### src/rv_pipe_pkg.sv
package rv_pipe_pkg;

    // Widths fixed by the RV64 integer ISA.
    localparam int XLEN       = 64;
    localparam int REG_ADDR_W = 5;

    typedef logic [REG_ADDR_W-1:0] reg_addr_t;
    typedef logic [XLEN-1:0]       xlen_t;

    // ~~~~~~~~~~~~~~~~~~~~~~~~~~~~~~~~~~~~~~~~~~~~~~~~~~~~~~~~~~~~~~~~~~~~~~
    // Operand source selection
    // ~~~~~~~~~~~~~~~~~~~~~~~~~~~~~~~~~~~~~~~~~~~~~~~~~~~~~~~~~~~~~~~~~~~~~~

    typedef enum logic [1:0] {
        FWD_RF  = 2'd0,  // Register file read port.
        FWD_EX  = 2'd1,  // Result of the instruction in EX.
        FWD_MEM = 2'd2,  // Result of the instruction in MEM, load data included.
        FWD_WB  = 2'd3   // Value being written back.
    } fwd_src_e;

    // ~~~~~~~~~~~~~~~~~~~~~~~~~~~~~~~~~~~~~~~~~~~~~~~~~~~~~~~~~~~~~~~~~~~~~~
    // In-flight instruction records
    // ~~~~~~~~~~~~~~~~~~~~~~~~~~~~~~~~~~~~~~~~~~~~~~~~~~~~~~~~~~~~~~~~~~~~~~

    // Destination of one instruction, 8 bits.
    typedef struct packed {
        logic      valid;
        reg_addr_t rd;
        logic      we;
        logic      is_load;
    } dest_rec_t;

    // Decode-stage request, 18 bits.
    typedef struct packed {
        reg_addr_t rs1;
        reg_addr_t rs2;
        dest_rec_t dest;
    } src_req_t;

endpackage

### src/operand_select.sv
`timescale 1ns/1ps

module operand_select (
    input  logic                 clk,
    input  logic                 arst_n,
    input  logic                 issue_valid,
    input  logic                 stall,
    input  rv_pipe_pkg::fwd_src_e fwd1,
    input  rv_pipe_pkg::fwd_src_e fwd2,
    input  rv_pipe_pkg::xlen_t    rf1,
    input  rv_pipe_pkg::xlen_t    rf2,
    input  rv_pipe_pkg::xlen_t    ex_res,
    input  rv_pipe_pkg::xlen_t    mem_res,
    input  rv_pipe_pkg::xlen_t    wb_data,
    output logic                 op_valid,
    output rv_pipe_pkg::xlen_t    op1,
    output rv_pipe_pkg::xlen_t    op2
);

    logic               accept;
    rv_pipe_pkg::xlen_t op1_next;
    rv_pipe_pkg::xlen_t op2_next;

    function automatic rv_pipe_pkg::xlen_t fwd_mux(input rv_pipe_pkg::fwd_src_e src,
                                                   input rv_pipe_pkg::xlen_t    rf);
        rv_pipe_pkg::xlen_t val;
        case (src)
            rv_pipe_pkg::FWD_EX:  val = ex_res;
            rv_pipe_pkg::FWD_MEM: val = mem_res;
            rv_pipe_pkg::FWD_WB:  val = wb_data;
            default:              val = rf;
        endcase
        return val;
    endfunction

    assign accept = issue_valid & ~stall;

    always_comb begin
        op1_next = fwd_mux(fwd1, rf1);
        op2_next = fwd_mux(fwd2, rf2);
    end

    // ~~~~~~~~~~~~~~~~~~~~~~~~~~~~~~~~~~~~~~~~~~~~~~~~~~~~~~~~~~~~~~~~~~~~~~
    // ID/EX operand register
    // ~~~~~~~~~~~~~~~~~~~~~~~~~~~~~~~~~~~~~~~~~~~~~~~~~~~~~~~~~~~~~~~~~~~~~~

    always_ff @(posedge clk or negedge arst_n) begin
        if (!arst_n) begin
            op_valid <= 1'b0;
        end else begin
            op_valid <= accept;  // One pulse per accepted issue.
        end
    end

    always_ff @(posedge clk) begin
        if (accept) begin
            op1 <= op1_next;
            op2 <= op2_next;
        end
    end

endmodule

### config.mk
export PLATFORM = sky130hd
export DESIGN_NAME = operand_select
export DESIGN_NICKNAME = d
export VERILOG_FILES = /design/src/rv_pipe_pkg.sv /design/src/operand_select.sv
export SDC_FILE = /design/constraint.sdc
export NUM_CORES = 1
export LEC_CHECK = 0
export ABC_AREA = 1
export BUFFER_PORTS_ARGS = -buffer_cell sky130_fd_sc_hd__buf_4
export CORE_AREA = 2 2 176 178
export CTS_CLUSTER_DIAMETER = 150
export DETAILED_ROUTE_END_ITERATION = 8
export DIE_AREA = 0 0 178 180
export PLACE_DENSITY = 0.5
export SLEW_MARGIN = 20
export SYNTH_ARGS = -nofsm -noshare
export SYNTH_HDL_FRONTEND = slang
export SYNTH_SLANG_ARGS = --single-unit
### constraint.sdc
create_clock -name clk -period 0.8 [get_ports clk]
set_input_delay 0.16 -clock clk [delete_from_list [all_inputs] [get_ports clk]]
set_output_delay 0.16 -clock clk [all_outputs]
set_load 0.02 [all_outputs]
Word-level counts from Yosys, hierarchy flattened --
Cells that the tools add are included.
Cells by class: mux-type cells 2, eq/ne operators 6, bitwise logic cells 2
Operators with widths (count):
- 64-bit one-hot mux with 3 select lines | 2
- 2-bit == test (second input constant) | 4
- 2-bit by 1-bit == test with 1-bit output (second input constant) | 2
- 1-bit AND | 1
- 1-bit NOT | 1
Storage, ports and cells: output and inout port bits 129, word-level logic and storage cells 13, input bits 328, flip-flop bits (word level) 129

Depth between registers and ports, before layout --
word-level depth 2, mapped depth 4, gate-level depth less buffers 3

Least setup slack after synthesis --
OpenSTA, ideal clock, no wires.
path type input -> register, from input issue_valid, to register op_valid, data required time 0.105 ns, buffers on the path 0, library setup time 0.695 ns, path slack -5.473 ns, arrival time 5.578 ns, stages 2, cells stage by stage inv_1 nor2_1
On the way: word-level cells in the longest chain between the ends 1
RTL lines:
- start: declaration | line operand_select.sv:6 | input logic issue_valid,
- 1-bit AND | line operand_select.sv:36 | assign accept = issue_valid & ~stall;
- via accept | line operand_select.sv:20 | logic accept;
- end signal: assignment | line operand_select.sv:51 | op_valid <= accept;
- end: declaration | line operand_select.sv:15 | output logic op_valid,
The timed path passes the listed nets, and every way through them passes these cells. A chain may end at the register's enable or synchronous reset.

Final worst setup path --
from register op2[41], to output op2[41]
RTL lines:
- start: declaration | line operand_select.sv:17 | output rv_pipe_pkg::xlen_t op2
- start signal: assignment | line operand_select.sv:58 | op2 <= op2_next;
No word-level cell between the ends.

==> flow_metrics.env <==
export IMPL_violations="negative setup slack"
export IMPL_cap_violations=0
export IMPL_firstDrtPassIters=5
export IMPL_syn_area_per_cell_sq_um=9.04
export IMPL_htree_levels=4
export IMPL_leakage_nw=5.81
export IMPL_grt_usage_pct=24.2
export IMPL_fin_nets=1663
export IMPL_drive_gt1_share_pct=64.7
export IMPL_start_util_pct=26.0
export IMPL_cts_root_buffer="clkbuf_16"
export IMPL_ctsLongestPathBuffers=2
export IMPL_p_comb_share_pct=27.4
export IMPL_numPortBuffers=456
export IMPL_final_cell_mix="buf_4, nand3_2, buf_6"
export IMPL_tritoncts="built"
export IMPL_internal_power_mw=16.8
export IMPL_syn_inst=869
export IMPL_place_area_sq_um=13700
export IMPL_hpwl_um=29100
export IMPL_die_h_um=180
export IMPL_drtIter0Drc=518
export IMPL_crit_arrival_ns=1.03
export IMPL_worstPathRequired_ns=0.64
export IMPL_min_path_type="primary input to flop"
export IMPL_areaGrowthSynthToFinish_pct=88.6
export IMPL_crit_fanout=1
export IMPL_grt_max_degree=65
export IMPL_io_pins=457
export IMPL_syn_cell_area_sq_um=7860
export IMPL_setup_violations=129
export IMPL_synthesis_nets=1197
export IMPL_seq_area_frac_synth_pct=49.2
export IMPL_cts_clk_slew_worst_paths_ns=0.07
export IMPL_fp_dieW_um=178
export IMPL_p_per_area_nw_per_um2=1610
export IMPL_crit_chain="buf_6"
export IMPL_worst_path_buf_inv=1
export IMPL_ant_nets=0
export IMPL_critPathSlowestCell="edfxtp_1"
export IMPL_maxSlewViolCount=0
export IMPL_max_slew_margin_pct=67.3
export IMPL_ys_warn_count=0
export IMPL_min_delay_start="rf1[45]"
export IMPL_min_period_over_period_pct=148
export IMPL_switchingPower_mw=6.95
export IMPL_wl_um=39500
export IMPL_die_area_sq_um=32000
export IMPL_fin_crit_ns=1.19
export IMPL_final_cell_area_sq_um=14800
export IMPL_numCtsBuffers=17
export IMPL_clkPwrFrac_pct=37.1
export IMPL_via_per_inst=5.29
export IMPL_crit_start="op2[41]"
export IMPL_path_delay_family="flip-flops"
export IMPL_ir_worst_vdd_mv=1.32
export IMPL_layout_setup_ws_ns=-0.387
export IMPL_fmax_ghz=0.843
export IMPL_ys_seq_elements=129
export IMPL_row_count=64
export IMPL_grt_first_pass_wirelength_um=58500
export IMPL_dp_cells=1711
export IMPL_cp_start_kind="flop"
export IMPL_hold_viol=0
export IMPL_p_sw_share_pct=29.2
export IMPL_coreArea_sq_um=30200
export IMPL_mostFrequentLayoutCell="buf_4"
export IMPL_hold_path_cell_count=3
export IMPL_antenna_found_initial=3
export IMPL_grt_overflow=0
export IMPL_power_mw=23.8
export IMPL_status="finished, violations left"
export IMPL_hold_path_end="op1[45]"
export IMPL_rsz0062_at_grt="true"
export IMPL_num_vias=9230
export IMPL_wl_per_cell_um=22.6
export IMPL_drc=0
export IMPL_grt_pass1_vias=9486
export IMPL_tightestPinTransition_ns=0.491
export IMPL_yosysUniqueCellTypes=12
export IMPL_critPathCaptureType="output pin"
export IMPL_place_congestion=0.848
export IMPL_clock_sinks=129
export IMPL_max_stage_delay_ns=0.44
export IMPL_finalNonFillerCells=1746
export IMPL_pwr_share_seq_pct=35.5
export IMPL_criticalPathCategory="flop to output pin"
## synth_stat cells, drive strengths merged
| cell | instances | area (sq um) |
|---|---|---|
| buf | 92 | 743 |
| dfrtp | 1 | 25.0 |
| edfxtp | 128 | 3840 |
| inv | 5 | 18.8 |
| nand2 | 128 | 480 |
| nand3 | 384 | 1920 |
| nand4 | 128 | 801 |
| nor2 | 3 | 26.3 |
## cell families after synthesis
| logic type | synth area share [%] |
|---|---|
| simple gates | 41.1 |
| buf+inv | 9.69 |
| flops | 49.2 |
## through the flow
| step | utilization, % | setup TNS, ns | worst slack (ns) | hold WS (ns) |
|---|---|---|---|---|
| finish | 49.1 | -41.22 | -0.387 | 0.0291 |
| global route | 49.1 | -46.75 | -0.425 | 0.00804 |
| CTS | 49.0 | -44.92 | -0.418 | 0.00401 |
| detailed placement | 45.3 | -80.77 | -0.374 | -0.0636 |
| global placement | 45.3 | -78.31 | -0.373 | -0.0628 |
| floorplan | - | -221.54 | -1.69 | -0.136 |
## how the worst max path moves through the flow
stage,cells after the start,to
global route,1,op2[1]
detailed placement,5,op2[15]
CTS,1,op2[1]
floorplan,2,op1[0]
finish,1,op2[41]
global placement,5,op2[30]
## power by group through the flow
stage / combinational [mW] / clock [mW] / sequential [mW]
6_report: 6.52 / 8.83 / 8.44
5_1_grt: 6.91 / 9.33 / 8.49
4_1_cts: 6.54 / 9.00 / 8.45
3_5_place_dp: 6.24 / 0 / 8.48
3_3_place_gp: 6.21 / 0 / 8.48
2_1_floorplan: 2.33 / 0 / 9.13
## registers in the layout, summed over array words and instances (netlist names)
name	count
op1	64
op2	64
op_valid	1
## layer usage
metal  share of wire (%)  up-vias  track usage, %  routed length (um)
li1                    -     4240               -                   -
met1                  40     4548            29.5               15800
met2                  51      393            42.1               20200
met3                 6.7       49            4.93                2650
met4                 2.3        0            8.33                 899
met5                   0        -               0                   0
## layout make-up
cell class	instances	area (sq um)
Multi-Input combinational cell	643	4720
Sequential cell	129	3870
Tap cell	396	495
Clock buffer	19	433
Clock inverter	12	208
Timing Repair Buffer	539	5050
Inverter	5	37.5
Antenna cell	3	7.51
Fill cell	2847	15400
## repair_timing
action	CTS	global route
setup buffers	0	0
gates resized for setup	125	4
endpoints found under the setup margin	129	129
hold buffers	1	0
endpoints found under the hold margin	1	0
(Power assumes the default switching activity.)
