[src/rv_pipe_pkg.sv]
package rv_pipe_pkg;

    // Widths fixed by the RV64 integer ISA.
    localparam int XLEN       = 64;
    localparam int REG_ADDR_W = 5;

    typedef logic [REG_ADDR_W-1:0] reg_addr_t;
    typedef logic [XLEN-1:0]       xlen_t;

    // ~~~~~~~~~~~~~~~~~~~~~~~~~~~~~~~~~~~~~~~~~~~~~~~~~~~~~~~~~~~~~~~~~~~~~~
    // Operand source selection
    // ~~~~~~~~~~~~~~~~~~~~~~~~~~~~~~~~~~~~~~~~~~~~~~~~~~~~~~~~~~~~~~~~~~~~~~

    typedef enum logic [1:0] {
        FWD_RF  = 2'd0,  // Register file read port.
        FWD_EX  = 2'd1,  // Result of the instruction in EX.
        FWD_MEM = 2'd2,  // Result of the instruction in MEM, load data included.
        FWD_WB  = 2'd3   // Value being written back.
    } fwd_src_e;

    // ~~~~~~~~~~~~~~~~~~~~~~~~~~~~~~~~~~~~~~~~~~~~~~~~~~~~~~~~~~~~~~~~~~~~~~
    // In-flight instruction records
    // ~~~~~~~~~~~~~~~~~~~~~~~~~~~~~~~~~~~~~~~~~~~~~~~~~~~~~~~~~~~~~~~~~~~~~~

    // Destination of one instruction, 8 bits.
    typedef struct packed {
        logic      valid;
        reg_addr_t rd;
        logic      we;
        logic      is_load;
    } dest_rec_t;

    // Decode-stage request, 18 bits.
    typedef struct packed {
        reg_addr_t rs1;
        reg_addr_t rs2;
        dest_rec_t dest;
    } src_req_t;

endpackage

[src/regfile.sv]
`timescale 1ns/1ps

module regfile (
    input  logic                  clk,
    input  logic                  arst_n,
    input  rv_pipe_pkg::reg_addr_t rs1,
    input  rv_pipe_pkg::reg_addr_t rs2,
    input  rv_pipe_pkg::dest_rec_t wb_rec,
    input  rv_pipe_pkg::xlen_t     wb_data,
    output rv_pipe_pkg::xlen_t     rf1,
    output rv_pipe_pkg::xlen_t     rf2,
    output logic                  wb_en
);

    // x0 has no storage.
    rv_pipe_pkg::xlen_t regs [1:31];

    // Reads see a write of the same cycle.
    function automatic rv_pipe_pkg::xlen_t read_port(input rv_pipe_pkg::reg_addr_t addr);
        rv_pipe_pkg::xlen_t val;
        if (addr == '0) begin
            val = '0;
        end else if (wb_en && (wb_rec.rd == addr)) begin
            val = wb_data;
        end else begin
            val = regs[addr];
        end
        return val;
    endfunction

    assign wb_en = wb_rec.valid & wb_rec.we & (wb_rec.rd != '0);

    always_ff @(posedge clk or negedge arst_n) begin
        if (!arst_n) begin
            for (int i = 1; i < 32; i++) begin
                regs[i] <= '0;
            end
        end else if (wb_en) begin
            regs[wb_rec.rd] <= wb_data;
        end
    end

    always_comb begin
        rf1 = read_port(rs1);
        rf2 = read_port(rs2);
    end

endmodule

[config.mk]
export PLATFORM = sky130hd
export DESIGN_NAME = regfile
export DESIGN_NICKNAME = d
export VERILOG_FILES = /design/src/rv_pipe_pkg.sv /design/src/regfile.sv
export SDC_FILE = /design/constraint.sdc
export NUM_CORES = 2
export LEC_CHECK = 0
export BUFFER_PORTS_ARGS = -buffer_cell sky130_fd_sc_hd__buf_2
export CORE_UTILIZATION = 40
export DETAILED_ROUTE_END_ITERATION = 10
export PLACE_DENSITY = 0.67
export SLEW_MARGIN = 20
export SYNTH_ARGS = -nofsm -noshare
export SYNTH_HDL_FRONTEND = slang
export SYNTH_SLANG_ARGS = --single-unit
[constraint.sdc]
create_clock -name clk -period 3 [get_ports clk]
set_clock_uncertainty 0.15 [all_clocks]
set_input_delay 0.3 -clock clk [delete_from_list [all_inputs] [get_ports clk]]
set_output_delay 0.3 -clock clk [all_outputs]
set_load 0.05 [all_outputs]
* Word-level counts from Yosys, hierarchy flattened
Index checks and enable logic that the tools add are counted.
** Cells by class
- $add $sub $neg :: 0
- $mul :: 0
- Divide/modulo/power cells :: 0
- Magnitude comparators :: 4
- Eq/ne operators :: 2
- Shifts and indexed selects :: 0
- Mux-type cells :: 13
- Bitwise operators :: 5
- Reductions and logical operators :: 6
** Operators by type and width (number)
- $bwmux W1984 :: 1
- $bmux W64 S5 :: 2
- $mux W64 :: 9
- $demux W64 S5 :: 1
- $ge A6 B6 Y1 const B :: 3
- $not A5 Y6 :: 3
- $eq A5 B5 Y1 :: 2
- $logic_not A5 Y1 :: 2
- $lt A6 B1 Y1 const B :: 1
- $reduce_bool A5 Y1 :: 1
- $logic_and A1 B1 Y1 :: 3
- $and A1 B1 Y1 :: 2
** Word-level totals
- Flip-flop bits (word level) :: 1984
- Latch bits :: 0
- Memory bits (writable) :: 0
- Memory bits (read-only) :: 0
- Input port bits :: 84
- Output and inout port bits :: 129
- Memories kept :: 0

* Logic depth before layout (Yosys ltp)
- Depth in word-level cells :: 6
- Depth in mapped cells :: 10

* Worst setup path before layout
Ideal clock, no wire load.
- Path kind :: input to output
- Start :: input port rs1[0]
- End :: output port rf1[62]
- Arrival time :: 2362 ps
- Data required time :: 2550 ps
- Slack :: 188 ps
- Cell stages on the path :: 9
- Buffers on the path :: 4
- Path through :: buf_2 buf_2 buf_4 nand2_1 buf_2 o22ai_1 nor4b_1 nor3_1 a22oi_1
** On the way
- Longest elaborated chain between the ends :: 6
- Elaborated cells on any way between the ends :: 9
- Classes of those cells :: eq/ne: 1; mux: 5; bitwise: 1; reduce/logical: 2
** Ends and longest elaborated chain
- from (decl) :: line regfile.sv:6 : input rv_pipe_pkg::reg_addr_t rs1,
- $not A5 Y6 (not written as such) :: line regfile.sv:26 : val = regs[addr];
- $bmux W64 S5 :: line regfile.sv:26
- $mux W64 (not written as such) (2 in a row) :: line regfile.sv:26
- $mux W64 :: line regfile.sv:23 : end else if (wb_en && (wb_rec.rd == addr)) begin
- $mux W64 (*) :: line regfile.sv:21 : if (addr == '0) begin
- to (decl) :: line regfile.sv:10 : output rv_pipe_pkg::xlen_t rf1,
Every way passes the cells marked *; elsewhere a longest branch is shown, timed or not. The select of a mux whose other input is x is not followed.

* Worst setup path after layout
- Start :: register regs[1205] in the netlist's numbering
- End :: output port rf1[53]
** On the way
- Longest elaborated chain between the ends :: 5
** Ends and longest elaborated chain
- from (decl) :: line regfile.sv:16 : rv_pipe_pkg::xlen_t regs [1:31];
- from (signal, indexed assignment) :: line regfile.sv:39 : regs[wb_rec.rd] <= wb_data;
- $bmux W64 S5 :: line regfile.sv:26
- $mux W64 (not written as such) (2 in a row) :: line regfile.sv:26
- $mux W64 :: line regfile.sv:23
- $mux W64 :: line regfile.sv:21
No other way between the ends. The select of a mux whose other input is x is not followed.

==> run metrics <==
Worst path max stage delay 0.48 ns; Pwr Total 74600 µW; Async SR Flop Fraction 100%; HP Class in2async; Simple-Gate Fraction of Synth Area 1.49%; Crit path required time 2.55 ns; Placed Cells 10700; CP Max Fanout 3; Bufs and invs on worst path 1; Period Utilization, post-route 109%; post-synthesis mux area share 42.1%; switching power total 20900 µW; Placer Congestion 0.836; IO Pins 213; Synth top area share 46.6%; residual DRC count 0; DR iter-0 viols 7117; Critical R2R Launch regs[1066]$_DFFE_PN0P_; Slowest-stage cell, CP mux4_2; sequence of cells on the critical path mux4_2 -> a22oi_2 -> nand2_1 -> a22oi_2 -> nand2_2 -> buf_12; Largest regs regs x1984; largest family of logic cells by synthesized area multiplexers; CTS tree yes; H-tree depth 4; vias in the first global route 75400; power share of the sequential group 44.1%; area growth from synthesis to layout 18.7%; Rel. slew slack 33.7%; all-layer global routing usage 25.7%; number of distinct library cells after synthesis 51; synthesized instance count 7211; Yosys warning count 0; CTS Buf Count 213; power density cells 591 nW/µm²; synth top area cells dfrtp_1 (47%), mux4_2 (18%), mux2_2 (17%), mux2i_1 (3.6%), mux2_1 (3.6%); nets@finish 7558; Worst-Skew Late Latency 0.85 ns; worst slew pin tran 0.995 ns; dominant synthesized flop cell dfrtp_1; dpl ws -0.705 ns; routed wire length 346000 µm; critical path startpoint category flop; Die H 518 µm; DR vias/cell 6.40; RSZ-0062 raised after global routing true; syn_nets 7295; Bufs on Longest Clock Path 4; Crit Path Class reg2out; Synth Area in Adders 0%; Die ar. 268000 µm²; fillers 22600; Multi-input gate area 54900 µm²; input/output buffers 211; number of antenna violations at the first check in global routing 13; Post-synth EDFFs 0; total negative slack -9.28 ns; share of layout cells above drive strength 1 53.1%; Final Setup Violations 116; leading area contributor after synthesis dfrtp_1; Setup WS post-layout -0.270 ns; global-route wire length before repair 516000 µm; Clock Pin Slew Worst Setup and Hold Paths 0.06 ns; failing checks setup timing; #FFs+latches synth 1984; Int Power 53700 µW; Clk network pwr share 35.6%; IR drop worst, VDD 0.598 mV; delay-heaviest family, CP compound AO/OA/AOI/OAI gates; endpoint class of the critical path output pin; die width 518 µm; Switching Fraction 28.0%; fmax 306 MHz; Wirelength per Cell 31.0 µm; Num Clock Sinks 1984; status finished with violations; Worst EP arrival 2.82 ns; XOR/XNOR share of the synthesized area 0.0822%; DR pass1 iterations 5; most numerous cell on the critical path a22oi_2; final core occ 47.7%; largest net degree at the start of global routing 132; max reg flops 1984; post-route ant nets 0; Mapped Area 106000 µm²; GRT overflow 0; Final Critical Period 3.27 ns; final hold vios 0; Top reg by flops regs; max-slew violations 0; Starting Density 40.2%; Max Cap Viol 0; FP Rows 189; CP Launch Point regs[1205]$_DFFE_PN0P_; FF+latch area 49600 µm²; core box area 265000 µm²; fin cells 11200; Seq/Total Area, Yosys 46.6%; syn_area_per_cell 14.8 µm²; r2r setup slk 1.83 ns; combinational fraction of design power 20.3%; dpl hpwl 211000 µm; Root Buffer clkbuf_16; Synth Area in Compound Gates 6.06%; vias post-DR 71500; LEAKAGE 0.0560 µW
cells in the final DEF, fill, tap and decap left out, types with 90 or more instances in the layout:
| cell type | instances |
|---|---|
| nand2_2 | 115 |
| a22oi_2 | 194 |
| nand2_1 | 90 |
| mux4_2 | 828 |
| mux2i_1 | 376 |
| buf_4 | 358 |
| a211oi_1 | 131 |
| mux2_2 | 1643 |
| dfrtp_1 | 1984 |
| a22oi_1 | 122 |
| buf_12 | 288 |
| clkbuf_16 | 218 |
| mux2_1 | 338 |
power groups by stage:
stage | Clock [µW] | Sequential, µW | Combinational [µW]
4_1_cts | 26900 | 32800 | 15000
2_1_floorplan | 0 | 32400 | 9830
5_1_grt | 28000 | 33400 | 16000
3_5_place_dp | 0 | 33300 | 14200
6_report | 26500 | 32900 | 15100
3_3_place_gp | 0 | 32900 | 13900
final cells by class:
class	count	share of cell area, %
diodes	4	0.00792
clock buffers	315	5.00
clock inverters	61	0.468
inverters	4	0.0119
multi-input cells	4405	43.4
flip-flops and latches	1984	39.3
well taps	3533	3.50
repair buffers	866	8.29
through the flow:
stage	cell area, µm²	hold WS (ns)
after global placement	116000	0.0469
after CTS	126000	0.00466
after detailed placement	116000	0.0463
final	126000	0.0460
after global routing	126000	0.0430
after floorplan	106000	-0.146
worst paths after layout:
check / end / cells past startpoint
setup / recovery: rf1[53] / 6
hold / removal: regs[1845]$_DFFE_PN0P_ / 3
setup reg to reg: regs[1066]$_DFFE_PN0P_ / 3
hold reg to reg: regs[1358]$_DFFE_PN0P_ / 1
max in group asynchronous: regs[175]$_DFFE_PN0P_ / 3
min in group clk: regs[910]$_DFFE_PN0P_ / 3
Yosys cell counts (2+ instances only):
cell type	number
xnor2_1	10
nand3_1	8
nand4_1	3
o31a_1	2
mux4_2	828
and2_1	2
o22ai_1	63
nor2_2	8
mux2i_1	383
a211oi_1	193
inv_1	4
nor2b_1	11
a221o_1	65
buf_4	75
and3_1	2
nor2_1	70
a2111oi_0	61
nor3_1	3
nand2_1	216
buf_1	78
o21ai_0	10
a22oi_1	316
mux2_2	1644
nand2b_1	5
nor2_4	12
a211o_1	62
nor4_1	2
buf_6	17
a21oi_1	67
a221oi_1	2
dfrtp_1	1984
mux2_1	338
clkbuf_1	309
nor3_2	2
buf_2	339
nand3b_2	2
kinds of logic after synthesis:
kind of cell,count (synthesis)
xor+xnor,10
compound gates,848
flops,1984
buf+inv,822
mux,3193
simple gates,354
metal layers:
| metal | part of all wire [%] | track usage, % | wire, µm | up-vias |
|---|---|---|---|---|
| li1 | - | - | - | 28600 |
| met5 | 0.012 | 0 | 42 | - |
| met4 | 4.7 | 11.3 | 16300 | 6 |
| met2 | 47 | 40.0 | 161000 | 3212 |
| met3 | 8.1 | 5.31 | 28100 | 777 |
| met1 | 41 | 34.7 | 141000 | 38900 |
worst min-delay path, cell delays in order:
cell and delay [ns]:
dlygate4sd3_1 0.58, buf_12 0.25, buf_12 0.28
repair_timing:
action | CTS | global route
gates resized for setup | 465 | 99
endpoints found under the hold margin | 3877 | 0
setup endpoints to repair | 128 | 128
gates cloned | 2 | 0
buffers inserted | 53 | 7
hold buffers | 65 | 0
pin swaps | 364 | 78
(Power assumes the default switching activity.)
