[src/rv_pipe_pkg.sv]
package rv_pipe_pkg;

    // Widths fixed by the RV64 integer ISA.
    localparam int XLEN       = 64;
    localparam int REG_ADDR_W = 5;

    typedef logic [REG_ADDR_W-1:0] reg_addr_t;
    typedef logic [XLEN-1:0]       xlen_t;

    // ~~~~~~~~~~~~~~~~~~~~~~~~~~~~~~~~~~~~~~~~~~~~~~~~~~~~~~~~~~~~~~~~~~~~~~
    // Operand source selection
    // ~~~~~~~~~~~~~~~~~~~~~~~~~~~~~~~~~~~~~~~~~~~~~~~~~~~~~~~~~~~~~~~~~~~~~~

    typedef enum logic [1:0] {
        FWD_RF  = 2'd0,  // Register file read port.
        FWD_EX  = 2'd1,  // Result of the instruction in EX.
        FWD_MEM = 2'd2,  // Result of the instruction in MEM, load data included.
        FWD_WB  = 2'd3   // Value being written back.
    } fwd_src_e;

    // ~~~~~~~~~~~~~~~~~~~~~~~~~~~~~~~~~~~~~~~~~~~~~~~~~~~~~~~~~~~~~~~~~~~~~~
    // In-flight instruction records
    // ~~~~~~~~~~~~~~~~~~~~~~~~~~~~~~~~~~~~~~~~~~~~~~~~~~~~~~~~~~~~~~~~~~~~~~

    // Destination of one instruction, 8 bits.
    typedef struct packed {
        logic      valid;
        reg_addr_t rd;
        logic      we;
        logic      is_load;
    } dest_rec_t;

    // Decode-stage request, 18 bits.
    typedef struct packed {
        reg_addr_t rs1;
        reg_addr_t rs2;
        dest_rec_t dest;
    } src_req_t;

endpackage

[src/dest_tracker.sv]
`timescale 1ns/1ps

module dest_tracker (
    input  logic                  clk,
    input  logic                  arst_n,
    input  logic                  issue_valid,
    input  rv_pipe_pkg::dest_rec_t issue_dest,
    input  logic                  stall,
    output rv_pipe_pkg::dest_rec_t ex_rec,
    output rv_pipe_pkg::dest_rec_t mem_rec,
    output rv_pipe_pkg::dest_rec_t wb_rec
);

    logic                  accept;
    rv_pipe_pkg::dest_rec_t ex_next;

    // ~~~~~~~~~~~~~~~~~~~~~~~~~~~~~~~~~~~~~~~~~~~~~~~~~~~~~~~~~~~~~~~~~~~~~~
    // Issue into EX
    // ~~~~~~~~~~~~~~~~~~~~~~~~~~~~~~~~~~~~~~~~~~~~~~~~~~~~~~~~~~~~~~~~~~~~~~

    assign accept = issue_valid & ~stall;

    // A held or absent request leaves a bubble behind in EX.
    always_comb begin
        if (accept) begin
            ex_next = issue_dest;
        end else begin
            ex_next = '0;
        end
    end

    // ~~~~~~~~~~~~~~~~~~~~~~~~~~~~~~~~~~~~~~~~~~~~~~~~~~~~~~~~~~~~~~~~~~~~~~
    // Stage records
    // ~~~~~~~~~~~~~~~~~~~~~~~~~~~~~~~~~~~~~~~~~~~~~~~~~~~~~~~~~~~~~~~~~~~~~~

    // MEM and WB advance even during a stall.
    always_ff @(posedge clk or negedge arst_n) begin
        if (!arst_n) begin
            ex_rec  <= '0;
            mem_rec <= '0;
            wb_rec  <= '0;
        end else begin
            ex_rec  <= ex_next;
            mem_rec <= ex_rec;
            wb_rec  <= mem_rec;  // Leaves the pipe after this cycle.
        end
    end

endmodule

[config.mk]
export PLATFORM = sky130hd
export DESIGN_NAME = dest_tracker
export DESIGN_NICKNAME = d
export VERILOG_FILES = /design/src/rv_pipe_pkg.sv /design/src/dest_tracker.sv
export SDC_FILE = /design/constraint.sdc
export NUM_CORES = 1
export LEC_CHECK = 0
export ABC_AREA = 1
export BUFFER_PORTS_ARGS = -buffer_cell sky130_fd_sc_hd__buf_4
export CAP_MARGIN = 20
export CORE_MARGIN = 2
export CORE_UTILIZATION = 47
export CTS_BUF_LIST = sky130_fd_sc_hd__clkbuf_8
export DETAILED_ROUTE_END_ITERATION = 8
export PLACE_DENSITY = 0.93
export SYNTH_ARGS = -nofsm -noshare
export SYNTH_HDL_FRONTEND = slang
export SYNTH_SLANG_ARGS = --single-unit
[constraint.sdc]
create_clock -name clk -period 1.2 [get_ports clk]
set_input_delay 0.06 -clock clk [delete_from_list [all_inputs] [get_ports clk]]
set_output_delay 0.06 -clock clk [all_outputs]
set_load 0.03 [all_outputs]
Word-level counts from Yosys, hierarchy flattened
Index checks and enable logic that the tools add are counted.
- register bits: 24
- bits of input ports: 12
- output and inout port bits: 24
- word-level logic and storage cells: 15
- mux-type cells: 1
- bitwise gates (word level): 2
- operators with widths (operator ; count):
    8-bit two-way mux ; 1
    1-bit bitwise AND ; 1
    1-bit NOT ; 1

Depth between registers and ports, before layout
Gate-level depths: netlist of the first run.
- word-level depth: 3
- gate-level depth with buffers: 3
- depth with buffers taken out: 3

Worst setup path before layout of the first run
No wires, ideal clock.
- kind: register to register
- start: reg ex_rec[0] in the netlist's numbering
- end: reg mem_rec[0] in the netlist's numbering
- library setup time: 177 ps
- arrival: 461 ps
- data required time: 1023 ps
- path slack: 562 ps
- stages on the path, launching flop included: 1
- buffers on the path: 0
- period minus slack after synthesis: 638 ps
- cell sequence: dfrtp_1
- RTL lines (item ; RTL line ; source):
    start: declaration ; dest_tracker.sv:9 ; output rv_pipe_pkg::dest_rec_t ex_rec,
    start signal: assignment ; dest_tracker.sv:43 ; ex_rec <= ex_next;
    end signal: assignment ; dest_tracker.sv:44 ; mem_rec <= ex_rec;
    end: declaration ; dest_tracker.sv:10 ; output rv_pipe_pkg::dest_rec_t mem_rec,
No word-level cell between the ends.

Worst setup path in the final report of the first run
- start: reg ex_rec[0] in the netlist's numbering
- end: out ex_rec[0] in the netlist's numbering
No word-level cell between the ends.

==> results.tsv, run 1 <==
metric	value	unit
drt.antenna.violating_nets	0	
wl_per_cell	11.42	um
antenna_cells	0	
globalRouteOverflowTotal	0	
core_area	0.001318	mm2
die_h	41.78	um
dpl_cell_area	952.2	um2
cts_resized	0	
grt_pass1_wl	1856	um
slew_headroom	0.8135	
timing.rr.start	ex_rec[0]	
clkSinkCount	24	
report.final.slew_viol_count	0	
critPathMaxStageDelay	390	ps
syn_inst	42	
synth.cell_area	670.6	um2
layout.nets	95	
yosysWarnings	0	
clock_path_buffers	2	
whs_path_depth	3	
io_buffers	35	
crit_required	1140	ps
yosysTopAreaCell	dfrtp_1	
pin_count	36	
synth_cell_types	4	
wl	1096	um
powerDensity	1456	mW/mm2
grt.total_usage	0.1419	
numCtsBuffers	3	
start_util	0.5090	
cp_num_buf_inv	1	
final.setup_skew	0.8663	ps
seq_power_share	0.583	
slowest_stage	dfrtp_1	
row_count	13	
reg2reg_setup_slack	690	ps
fin_util	0.7616	
final.fill_count	83	
drt-vias-per-instance	4.271	
worstSetupEndpointType	output pin	
p_leak	0.5959	nW
fin_tns_setup	0	ps
grt_pass1_vias	433	
path_cells	buf_4	
synth_area_leaders	dfrtp_1 (90%), inv_1 (5.0%), nor2_1 (4.5%)	
insertion_delay	250	ps
yosysTopAreaCellShare	0.8955	
drc	0	
holdBufCountCts	1	
critPathKind	flop to output pin	
fmax	1141	MHz
clk_pin_slew	70	ps
drt_iter0_drc	3	
finalCritPeriodShare	0.7300	
multi_input_area	36.28	um2
rsz0062_at_grt	false	
min_to	ex_rec[1]	
ys_seq_area_frac	0.8955	
hp-start	issue_dest[1]	
r2r.worst_path.cells	0	
drive_gt1_frac	0.4815	
antenna_found_initial	0	
die_area	0.001745	mm2
min_period	876.1	ps
max-cap-violations	0	
cts_max_level	1	
crit_path_max_fanout	2	
dp.final_hpwl	865.3	um
post-cts-setup-buffer-count	0	
syn_nets	54	
rr_endpoint	mem_rec[0]	
stdcell_area	0.001003	mm2
hold_path_class	input pin to flop	
drt_pass1_iterations	3	
p_int	1.130	mW
outcome	finished clean	
timing.final.hold_violations	0	
tightest_slew	279.8	ps
power_frac_clock	0.298	
die_x	41.78	um
cts_tree	yes	
gp_congestion	0.6095	
startpoint_type	flop	
whs	18.77	ps
total_power	1.461	mW
vias	410	
setup_viol_count_final	0	
area.growth.synth_to_final	49.63	%
arrival	820	ps
cts-root-buf	clkbuf_8	
grt_start_max_net_pins	25	
syn_avg_cell_area	15.97	um2
power_switching	330.3	uW
ir_drop	1.011	mV
critical-path-top-delay-family	flip-flops	
swShare	0.2262	
synth_seq_cells	24	
combPwrFrac	0.119	
seq_area	600.6	um2
flip-flops by register name, summed over array words and instances, names as in the netlist:
signal   count
ex_rec       8
mem_rec      8
wb_rec       8
power groups by stage:
| stage | clock network, mW | logic, mW | registers [mW] |
|---|---|---|---|
| 3_3_place_gp | 0 | 0.169 | 0.867 |
| 3_5_place_dp | 0 | 0.174 | 0.868 |
| 6_report | 0.435 | 0.173 | 0.852 |
| 5_1_grt | 0.483 | 0.185 | 0.856 |
| 2_1_floorplan | 0 | 0.0130 | 0.931 |
| 4_1_cts | 0.444 | 0.176 | 0.853 |
layout make-up:
class	instances	area share
flip-flops and latches	24	0.5985
repair buffers	36	0.2718
clock buffers	3	0.04115
multi-input cells	9	0.03616
inverters	9	0.03367
well taps	15	0.01870
worst max-delay path by stage:
stage	from	endpoint	cells past startpoint	slack (ps)
floorplan	ex_rec[0]	mem_rec[0]	0	560
global placement	ex_rec[0]	ex_rec[0]	1	600
detailed placement	ex_rec[0]	ex_rec[0]	1	600
CTS	ex_rec[0]	ex_rec[0]	1	320
global route	ex_rec[6]	ex_rec[6]	1	280
finish	ex_rec[0]	ex_rec[0]	1	320
synth_stat cells:
cell type,instances
nand2_2,1
inv_1,9
nor2_1,8
dfrtp_1,24
layout by cell type, fill, tap and decap left out:
cell	netlist	routed
buf_4	0	35
clkbuf_8	0	3
dfrtp_1	24	24
dlygate4sd3_1	0	1
inv_1	9	9
nand2_2	1	1
nor2_1	8	8
cells by family (layout without fill, tap and decap cells):
family / after synthesis / in the layout / share of synthesized area
flops: 24 / 24 / 0.8955
simple gates: 9 / 9 / 0.05411
buf+inv: 9 / 48 / 0.05037
metal layers:
layer | global-route usage | vias up | part of all wire
met5 | 0 | - | 0
met4 | 0.03871 | 0 | 0
met3 | 0.03913 | 0 | 0.10
met2 | 0.2594 | 24 | 0.53
met1 | 0.1611 | 188 | 0.37
li1 | - | 198 | -
through the flow:
stage / setup slack, ps / instances
after floorplan: 562.1 / 42
after global placement: 600.7 / 92
after detailed placement: 603.0 / 92
after CTS: 319.5 / 96
after global routing: 283.8 / 96
final: 323.9 / 96
Note: power is estimated with default switching activity, not from simulation.
==> run 2: changes to the inputs <==
- CORE_UTILIZATION: 47 -> 44
- PLACE_DENSITY: 0.93 -> 0.89
- clock period: 1.2 -> 0.82 ns (I/O delays scaled with it)
==> run 2 against run 1 <==
  * The flow now finishes with violations (setup timing)
  * Global-route usage rose by 2.7 points
  * Worst setup slack got worse by 380 ps
  * Count of clock-buffer cells in the layout did not move
  * First-iteration DRC count fell by 67%
  * Wire length rose by 59%
  * Register-to-register slack got worse by 640 ps
  * Critical path depth did not move
  * Sequential power rose by 48%
  * Hold slack improved by 0.59 ps
  * Final cell count rose by 14%
  * Critical endpoint is now mem_rec[3]
==> results.tsv, run 2 (same netlist as run 1, synthesis figures left out) <==
metric	value	unit	change
cts_max_level	1		unchanged
cp_num_buf_inv	1		unchanged
r2r.worst_path.cells	2		was 0
slowest_stage	dfrtp_1		unchanged
worstSetupEndpointType	output pin		unchanged
hp-start	issue_dest[1]		unchanged
final.fill_count	75		was 83
startpoint_type	flop		unchanged
cp.depth	1		unchanged
gp_congestion	0.6281		was 0.6095
tightest_slew	291.2	ps	was 279.8 ps
die_h	43.04	um	was 41.78 um
final.setup_skew	1.301	ps	was 0.8663 ps
crit_required	780	ps	was 1140 ps
powerDensity	1890	mW/mm2	was 1456 mW/mm2
die_x	43.04	um	was 41.78 um
start_util	0.4558		was 0.5090
critPathKind	flop to output pin		unchanged
grt_pass1_vias	482		was 433
max-cap-violations	0		unchanged
ir_drop	1.393	mV	was 1.011 mV
row_count	14		was 13
finalCritPeriodShare	1.074		
drt_iter0_drc	1		was 3
die_area	0.001852	mm2	was 0.001745 mm2
hold_path_class	input pin to flop		unchanged
mostFrequentLayoutCells	dfrtp_1 (24), buf_6 (24), buf_4 (16)		was buf_4 (35), dfrtp_1 (24), inv_1 (9)
critical-path-top-delay-family	flip-flops		unchanged
setup_viol_count_final	23		was 0
wl_per_cell	15.96	um	was 11.42 um
whs_path_depth	3		unchanged
slew_headroom	0.8059		was 0.8135
timing.final.hold_violations	0		unchanged
timing.rr.start	ex_rec[4]		was ex_rec[0]
top_regs	ex_rec: 8 flops, mem_rec: 8 flops, wb_rec: 8 flops		unchanged
whs	19.35	ps	was 18.77 ps
dp.final_hpwl	821	um	was 865.3 um
critPathMaxStageDelay	420	ps	was 390 ps
layout.nets	107		was 95
antenna_cells	0		unchanged
drc	0		unchanged
numCtsBuffers	3		unchanged
arrival	840	ps	was 820 ps
area.growth.synth_to_final	79.29	%	was 49.63%
final.setup.worst_slack	-60.84	ps	was 323.9 ps
antenna_found_initial	0		unchanged
report.final.slew_viol_count	0		unchanged
clkSinkCount	24		unchanged
clk_pin_slew	80	ps	was 70 ps
grt_pass1_wl	2180	um	was 1856 um
min_to	ex_rec[1]		unchanged
drt_pass1_iterations	2		was 3
reg2reg_setup_slack	50	ps	was 690 ps
dpl_cell_area	953.4	um2	was 952.2 um2
cts_tree	yes		unchanged
path_cells	buf_6		was buf_4
drt-vias-per-instance	4.541		was 4.271
globalRouteOverflowTotal	0		unchanged
rr_endpoint	mem_rec[4]		was mem_rec[0]
pin_count	36		unchanged
fin_util	0.8172		was 0.7616
drt.antenna.violating_nets	0		unchanged
wl	1740	um	was 1096 um
vias	495		was 410
crit_path_max_fanout	2		unchanged
cts-root-buf	clkbuf_8		unchanged
stdcell_area	0.001202	mm2	was 0.001003 mm2
outcome	finished with violations		was finished clean
core_area	0.001471	mm2	was 0.001318 mm2
drive_gt1_frac	0.4731		was 0.4815
insertion_delay	260	ps	was 250 ps
fmax	1135	MHz	
grt_start_max_net_pins	25		unchanged
total_power	2.272	mW	was 1.461 mW
pre_cts_slack	234.2	ps	was 603.0 ps
rsz0062_at_grt	true		was false
clock_path_buffers	2		unchanged
min_period	880.8	ps	
violations	setup timing		
grt.total_usage	0.1686		was 0.1419
io_buffers	35		unchanged
p_leak	0.6717	nW	was 0.5959 nW
[run 2: changes by cell type in the layout (fill, tap and decap cells not counted)]
| cell | before | now |
|---|---|---|
| buf_6 | 0 | 24 |
| buf_4 | 35 | 16 |
| dlygate4sd3_1 | 1 | 8 |
[run 2: through the flow]
step	setup TNS, ps	std cells
floorplan	0	42
CTS	-295.3	104
global route	-1163	109
detailed placement	0	93
finish	-640.7	109
global placement	0	93
[run 2: worst max path at each step]
stage	from	to	slack, ps
final	mem_rec[3]	mem_rec[3]	-60
after global routing	ex_rec[7]	ex_rec[7]	-80
after CTS	ex_rec[7]	ex_rec[7]	-30
after detailed placement	ex_rec[2]	ex_rec[2]	230
after global placement	ex_rec[7]	ex_rec[7]	250
after floorplan	ex_rec[0]	mem_rec[0]	180
[run 2: final cells by class]
| type | instances | area (um2) | area share |
|---|---|---|---|
| tap | 16 | 20.02 | 0.01665 |
| clock buffer | 3 | 41.29 | 0.03434 |
| sequential | 24 | 600.6 | 0.4995 |
| timing repair buffer | 48 | 470.5 | 0.3913 |
| inverter | 9 | 33.78 | 0.02810 |
| multi-input combinational | 9 | 36.28 | 0.03018 |
[run 2: per-layer routing]
layer / share of wire / vias to the layer above / GRT usage
met1: 0.39 / 246 / 0.2012
met3: 0.068 / 2 / 0.07234
met4: 0.0086 / 0 / 0.05455
met5: 0 / - / 0
met2: 0.53 / 27 / 0.2758
li1: - / 220 / -
[run 2: report_power, final]
| group | internal (mW) | switching [mW] |
|---|---|---|
| registers | 1.23 | 0.0336 |
| clock network | 0.328 | 0.354 |
| logic | 0.160 | 0.169 |
[run 2: repair_timing]
item,4_1_cts,5_1_grt
endpoints found under the setup margin,23,24
pin swaps,0,0
endpoints found under the hold margin,29,2
buffers inserted,2,3
hold buffers,6,2
gates resized for setup,23,1
cloned,0,0
